File: src/disasm_consts.svh
`ifndef DISASM_CONSTS_SVH
`define DISASM_CONSTS_SVH

// Word and text sizes
`define DISASM_INSTR_W    32
`define DISASM_TEXT_CHARS 32

// Major opcodes in bits 6:0 of the word
`define OPC_OP      7'b0110011
`define OPC_OPIMM   7'b0010011
`define OPC_LOAD    7'b0000011
`define OPC_STORE   7'b0100011
`define OPC_BRANCH  7'b1100011
`define OPC_JAL     7'b1101111
`define OPC_JALR    7'b1100111
`define OPC_LUI     7'b0110111
`define OPC_AUIPC   7'b0010111
`define OPC_MISCMEM 7'b0001111
`define OPC_SYSTEM  7'b1110011

// M extension inside OP
`define FUNCT7_MULDIV 7'b0000001

`endif
File: src/disasm_pkg.sv
`default_nettype none

`include "disasm_consts.svh"

package disasm_pkg;

  typedef logic [`DISASM_INSTR_W-1:0] instrWord_t;

  // The formatter name table follows this order
  typedef enum logic [5:0] {
    ILLEGAL,
    LUI, AUIPC, JAL, JALR,
    BEQ, BNE, BLT, BGE, BLTU, BGEU,
    LB, LH, LW, LBU, LHU,
    SB, SH, SW,
    ADDI, SLTI, SLTIU, XORI, ORI, ANDI,
    SLLI, SRLI, SRAI,
    ADD, SUB, SLL, SLT, SLTU, XOR, SRL, SRA, OR, AND,
    FENCE, ECALL, EBREAK, MRET, WFI,
    MUL, MULH, MULHSU, MULHU, DIV, DIVU, REM, REMU
  } mnemonic_e;

  typedef enum logic [2:0] {
    LAY_RRR,
    LAY_RRI,
    LAY_MEM,
    LAY_BR,
    LAY_RU,
    LAY_RJ,
    LAY_NONE
  } layout_e;

  // Stores print rs2 as their first register
  typedef struct packed {
    mnemonic_e          mnemonic;
    layout_e            layout;
    logic [4:0]         rd;
    logic [4:0]         rs1;
    logic [4:0]         rs2;
    logic signed [31:0] imm;
  } decodedInstr_t;

  // Right-aligned ASCII with NUL bytes on the left
  typedef logic [`DISASM_TEXT_CHARS*8-1:0] textLine_t;

endpackage

`default_nettype wire

File: src/instrDecoder.sv
`timescale 1ns/1ps
`default_nettype none

`include "disasm_consts.svh"

module instrDecoder import disasm_pkg::*; (
  input  instrWord_t    instr,
  output decodedInstr_t dec
);

  localparam logic [6:0] funct7Base = 7'b0000000;
  localparam logic [6:0] funct7Alt  = 7'b0100000;

  logic [6:0]         opcode;
  logic [2:0]         funct3;
  logic [6:0]         funct7;
  logic signed [31:0] immI;
  logic signed [31:0] immS;
  logic signed [31:0] immB;
  logic signed [31:0] immU;
  logic signed [31:0] immJ;
  logic signed [31:0] shamt;
  logic signed [31:0] imm;
  mnemonic_e          mnem;
  layout_e            lay;

  assign opcode = instr[6:0];
  assign funct3 = instr[14:12];
  assign funct7 = instr[31:25];

  assign immI  = {{20{instr[31]}}, instr[31:20]};
  assign immS  = {{20{instr[31]}}, instr[31:25], instr[11:7]};
  assign immB  = {{19{instr[31]}}, instr[31], instr[7], instr[30:25], instr[11:8], 1'b0};
  assign immU  = {instr[31:12], 12'b0};
  assign immJ  = {{11{instr[31]}}, instr[31], instr[19:12], instr[20], instr[30:21], 1'b0};
  assign shamt = {27'b0, instr[24:20]};

  always_comb begin
    mnem = ILLEGAL;
    case (opcode)
      `OPC_LUI:     mnem = LUI;
      `OPC_AUIPC:   mnem = AUIPC;
      `OPC_JAL:     mnem = JAL;
      `OPC_JALR:    if (funct3 == 3'b000) mnem = JALR;
      `OPC_MISCMEM: if (funct3 == 3'b000) mnem = FENCE;
      `OPC_BRANCH: begin
        case (funct3)
          3'b000:  mnem = BEQ;
          3'b001:  mnem = BNE;
          3'b100:  mnem = BLT;
          3'b101:  mnem = BGE;
          3'b110:  mnem = BLTU;
          3'b111:  mnem = BGEU;
          default: mnem = ILLEGAL;
        endcase
      end
      `OPC_LOAD: begin
        case (funct3)
          3'b000:  mnem = LB;
          3'b001:  mnem = LH;
          3'b010:  mnem = LW;
          3'b100:  mnem = LBU;
          3'b101:  mnem = LHU;
          default: mnem = ILLEGAL;
        endcase
      end
      `OPC_STORE: begin
        case (funct3)
          3'b000:  mnem = SB;
          3'b001:  mnem = SH;
          3'b010:  mnem = SW;
          default: mnem = ILLEGAL;
        endcase
      end
      `OPC_OPIMM: begin
        case (funct3)
          3'b000: mnem = ADDI;
          3'b010: mnem = SLTI;
          3'b011: mnem = SLTIU;
          3'b100: mnem = XORI;
          3'b110: mnem = ORI;
          3'b111: mnem = ANDI;
          3'b001: if (funct7 == funct7Base) mnem = SLLI;
          default: begin
            if (funct7 == funct7Base) mnem = SRLI;
            else if (funct7 == funct7Alt) mnem = SRAI;
          end
        endcase
      end
      `OPC_OP: begin
        case ({funct7, funct3})
          {funct7Base, 3'b000}:     mnem = ADD;
          {funct7Alt, 3'b000}:      mnem = SUB;
          {funct7Base, 3'b001}:     mnem = SLL;
          {funct7Base, 3'b010}:     mnem = SLT;
          {funct7Base, 3'b011}:     mnem = SLTU;
          {funct7Base, 3'b100}:     mnem = XOR;
          {funct7Base, 3'b101}:     mnem = SRL;
          {funct7Alt, 3'b101}:      mnem = SRA;
          {funct7Base, 3'b110}:     mnem = OR;
          {funct7Base, 3'b111}:     mnem = AND;
          {`FUNCT7_MULDIV, 3'b000}: mnem = MUL;
          {`FUNCT7_MULDIV, 3'b001}: mnem = MULH;
          {`FUNCT7_MULDIV, 3'b010}: mnem = MULHSU;
          {`FUNCT7_MULDIV, 3'b011}: mnem = MULHU;
          {`FUNCT7_MULDIV, 3'b100}: mnem = DIV;
          {`FUNCT7_MULDIV, 3'b101}: mnem = DIVU;
          {`FUNCT7_MULDIV, 3'b110}: mnem = REM;
          {`FUNCT7_MULDIV, 3'b111}: mnem = REMU;
          default:                  mnem = ILLEGAL;
        endcase
      end
      // Whole word fixed apart from the opcode
      `OPC_SYSTEM: begin
        case (instr[31:7])
          25'h0:              mnem = ECALL;
          {12'h001, 13'h0}:   mnem = EBREAK;
          {12'h302, 13'h0}:   mnem = MRET;
          {12'h105, 13'h0}:   mnem = WFI;
          default:            mnem = ILLEGAL;
        endcase
      end
      default: mnem = ILLEGAL;
    endcase
  end

  // Layout and immediate follow the opcode alone
  always_comb begin
    lay = LAY_NONE;
    imm = '0;
    case (opcode)
      `OPC_OP: lay = LAY_RRR;
      `OPC_OPIMM: begin
        lay = LAY_RRI;
        imm = (funct3[1:0] == 2'b01) ? shamt : immI;
      end
      `OPC_LOAD, `OPC_JALR: begin
        lay = LAY_MEM;
        imm = immI;
      end
      `OPC_STORE: begin
        lay = LAY_MEM;
        imm = immS;
      end
      `OPC_BRANCH: begin
        lay = LAY_BR;
        imm = immB;
      end
      `OPC_LUI, `OPC_AUIPC: begin
        lay = LAY_RU;
        imm = immU;
      end
      `OPC_JAL: begin
        lay = LAY_RJ;
        imm = immJ;
      end
      default: lay = LAY_NONE;
    endcase
  end

  assign dec = '{
    mnemonic: mnem,
    layout:   (mnem == ILLEGAL) ? LAY_NONE : lay,
    rd:       instr[11:7],
    rs1:      instr[19:15],
    rs2:      instr[24:20],
    imm:      imm
  };

endmodule

`default_nettype wire

File: config.mk
export PLATFORM = sky130hd
export DESIGN_NAME = instrDecoder
export DESIGN_NICKNAME = d
export VERILOG_FILES = /design/src/disasm_pkg.sv /design/src/instrDecoder.sv
export VERILOG_INCLUDE_DIRS = /design/src
export SDC_FILE = /design/constraint.sdc
export NUM_CORES = 1
export LEC_CHECK = 0
export ABC_AREA = 1
export BUFFER_PORTS_ARGS = -buffer_cell sky130_fd_sc_hd__buf_4
export CAP_MARGIN = 20
export CORE_MARGIN = 2
export CORE_UTILIZATION = 23
export DETAILED_ROUTE_END_ITERATION = 16
export RECOVER_POWER = 25
export SYNTH_ARGS = -nofsm -noshare
export SYNTH_HDL_FRONTEND = slang
export SYNTH_SLANG_ARGS = --single-unit
File: constraint.sdc
create_clock -name vclk -period 2.05
set_input_delay 0.41 -clock vclk [all_inputs]
set_output_delay 0.41 -clock vclk [all_outputs]
set_load 0.01 [all_outputs]
# Word level (Yosys, flattened, before mapping)
# Cells that the tools add are included.
# word_totals
wordCells	64
reg_bits	0
out_inout_bits	56
input_bits	32
# op_classes
eq_ne	40
reduce_logical	8
muxes	16
# op_table
operator	count
one-hot mux 32 bit (6 select lines)	1
one-hot mux 6 bit (18 select lines)	1
== test 10 x 4 -> 1 bit (second input constant)	8
one-hot mux 6 bit (11 select lines)	1
== test 10 x 3 -> 1 bit (second input constant)	4
one-hot mux 5 bit (7 select lines)	1
two-way mux 32 bit	1
== test 7 x 6 -> 1 bit (second input constant)	4
== test 7 bit (second input constant)	4
== test 25 x 14 -> 1 bit (second input constant)	1
== test 25 x 22 -> 1 bit (second input constant)	1
== test 25 x 23 -> 1 bit (second input constant)	1
zero test 25 bit	1
one-hot mux 4 bit (6 select lines)	1
one-hot mux 6 bit (4 select lines)	1
== test 10 x 2 -> 1 bit (second input constant)	2
== test 10 x 9 -> 1 bit (second input constant)	2
one-hot mux 4 bit (5 select lines)	1
one-hot mux 3 bit (6 select lines)	1
two-way mux 5 bit	3
one-hot mux 5 bit (3 select lines)	1
== test 7 x 5 -> 1 bit (second input constant)	2
== test 3 bit (second input constant)	4
== test 10 x 1 -> 1 bit (second input constant)	1
other kinds (13)	16

# Depth between registers and ports, before layout
# depth
word_depth	7
ltp_mapped	15
ltp_nobuf	15

# Worst setup path after synthesis
# OpenSTA, ideal clock, no wires.
# synth_path
kind	input port to output port
startpoint	in instr[1]
endpoint	out dec[10] in the netlist's numbering
required_time_ns	1.640
n_path_buf	0
path_stages	8
t_arrival_ns	1.593
slack_ns	0.047
cell_sequence	nand2_2 inv_1 nand2_4 nor2_1 nor2_1 nand2_2 inv_1 nor3_1
# synth_rtl
item	line_no	rtl
start: declaration	instrDecoder.sv:7	input instrWord_t instr,
end: declaration	instrDecoder.sv:8	output decodedInstr_t dec

==> results.yml <==
run_status:
  status: "finished, violations left"
  violations: "negative setup slack"
grt:
  antenna_found_initial: 0
  gr-total-overflow: 0
  grt_max_degree: 12
  grt_pass1_vias: 2871
  grtUsageTotal_pct: 18.8
  grt_pass1_wl_um: 13300
yosys:
  synth_top_family_by_area: "simple AND/OR/NAND/NOR gates"
  synth_compound_area_share_pct: 9.07
  synth_commonest_cells: "115 x nand2_1, 59 x nor2_1, 47 x inv_1, 40 x nand3_1, 18 x o21ai_0"
  yosysMostFrequentCell: "nand2_1"
  synthMuxAreaShare_pct: 0
  synth.area.top_cells: "nand2_1 24%, nor2_1 13%, nand3_1 11%"
  syn_area_um2: 1770
  synth_top_area_share_pct: 24.4
  synthCells: 377
  synthSimpleGateAreaFrac_pct: 69.9
  post_synth_fa_ha_maj_area_fraction_pct: 0
  synth-seq-area-share_pct: 0
  synth_xor_area_share_pct: 0
  synth_largest_area_cell: "nand2_1"
  synth_area_per_cell_um2: 4.69
  synth_fp_nets: 409
  yosysWarnings: 0
  synth_cell_types: 24
placed_design:
  pre_cts_ws_ns: -0.431
  gp_congestion: 0.974
  place_hpwl_um: 6400
  io_buffers: 88
critical_path:
  max_stage_delay_ns: 0.20
  cp-start-kind: "input port"
  critPathMaxFanout: 5
  critPathArrivalTime_ns: 1.87
  worstPathRequired_ns: 1.64
  endpoint_kind: "output pin"
  path_common_cell: "nand2_2"
  critical_path.slowest_cell: "nor2_4"
  cp_cell_sequence: "buf_12, inv_8, buf_6, nand3_2, nor2_2, buf_6, nand3_2, nand2_2, nand2_2, nand4_1, nor2_4, nand3_4, nand2_2, inv_1, buf_4"
  crit_type: "in -> out"
timing:
  setup_slack_ns: -0.232
  tightest_slew_ns: 0.324
  finalSetupViolations: 39
  final-hold-violation-count: 0
  min_period_ns: 2.28
  holdWs_ns: 1.03
  rsz0062_at_grt: "true"
  fmaxAchievable_mhz: 438
  totalNegativeSetupSlack_ns: -5.62
  drv_slew: 0
  period_share_pct: 111
  relSlewSlack_pct: 78.3
floorplanning:
  die_x_um: 91.6
  pin_count: 88
  rows: 31
  die_h_um: 91.6
  initial_utilization_pct: 24.1
  coreArea_um2: 7330
  dieArea_um2: 8400
run:
  cap_violations: 0
cells_and_area:
  seq_cell_count: 0
  diodes: 0
  nClkBuffers: 0
  regArea_um2: 0
  final_nets: 581
  drive_above_1_share_pct: 61.4
  synthToLayoutAreaGrowth_pct: 127
hold_path:
  hp-start: "instr[17]"
  hold_path_depth: 2
  hold_path_class: "in -> out"
  min_to: "dec[39]"
power:
  p_leak_uw: 0.00215
  irDropWorstVdd_mv: 0.0817
  power_density_nw_per_um2: 125
drt:
  vias: 2986
  drc: 0
  first_pass_iters: 5
  wl_um: 8540
  avgViaCountPerCell: 4.62
  routedWlPerCell_um: 13.2
  drt.antenna.violating_nets: 0
  drt-initial-drc-count: 130
cts:
  cts_hold_buf: 0
## through the flow
stage	power, uW	instances	utilization [%]	area [um^2]
after CTS	468	642	51.3	3760
after floorplan	161	377	-	1770
final	499	646	54.6	4000
after detailed placement	373	634	42.3	3100
after global placement	372	634	42.3	3100
after global routing	535	646	54.6	4000
## layout by cell type, fill, tap and decap left out, types with 2 or more instances in the layout
cell	count
buf_4	124
nand2_1	89
buf_6	51
nand2_2	36
inv_1	34
nor2_1	29
nand3_1	27
nor2_2	21
nor2_4	20
inv_2	15
nand3_2	12
o21ai_2	9
o21ai_1	9
nand2_4	7
nor3_2	6
buf_8	6
nand3_4	5
nand4_1	5
buf_12	5
inv_8	4
nor3_4	4
clkbuf_1	4
inv_4	3
o22ai_1	3
a21oi_1	3
nand3b_1	3
o21ai_0	3
inv_6	2
o21ai_4	2
nor3_1	2
## worst max-delay path, delay by kind of cell
family	cells	cell delay, ns
buffers and inverters	6	0.54
and+or+nand+nor	9	0.93
## worst max-delay path by stage
stage | start | end | slack (ns)
6_report | instr[12] | dec[47] | -0.23
5_1_grt | instr[0] | dec[26] | -0.32
4_1_cts | instr[0] | dec[24] | -0.21
3_5_place_dp | instr[12] | dec[47] | -0.43
3_3_place_gp | instr[12] | dec[47] | -0.43
2_1_floorplan | instr[1] | dec[10] | 0.05
## routing by layer
layer / GRT usage (%) / wire [um] / vias to the layer above
met3: 1.15 / 423 / 10
met1: 23.5 / 3490 / 1359
met5: 0 / 0 / -
li1: - / - / 1521
met4: 2.90 / 116 / 0
met2: 35.8 / 4510 / 96
## cell families after synthesis
logic type	Yosys count
AOI/OAI and AO/OA	31
and+or+nand+nor	268
buffers and inverters	78
## cell type report
| type | count | area (um^2) |
|---|---|---|
| well taps | 99 | 124 |
| multi-input cells | 299 | 1900 |
| repair buffers | 190 | 1710 |
| fillers | 690 | 3330 |
| inverters | 58 | 265 |
## power breakdown
part | internal, uW | leakage (uW) | total (uW) | switching, uW
Clock | 0 | 0 | 0 | 0
Combinational | 244 | 0.00215 | 499 | 255
Sequential | 0 | 0 | 0 | 0
Total | 244 | 0.00215 | 499 | 255
## timing repair
action | CTS | global route
endpoints found under the hold margin | 0 | 0
buffers inserted | 14 | 4
endpoints found under the setup margin | 41 | 40
cloned | 0 | 0
pin swaps | 50 | 18
resized for setup | 183 | 63
Power figures use the tool's default switching activity.
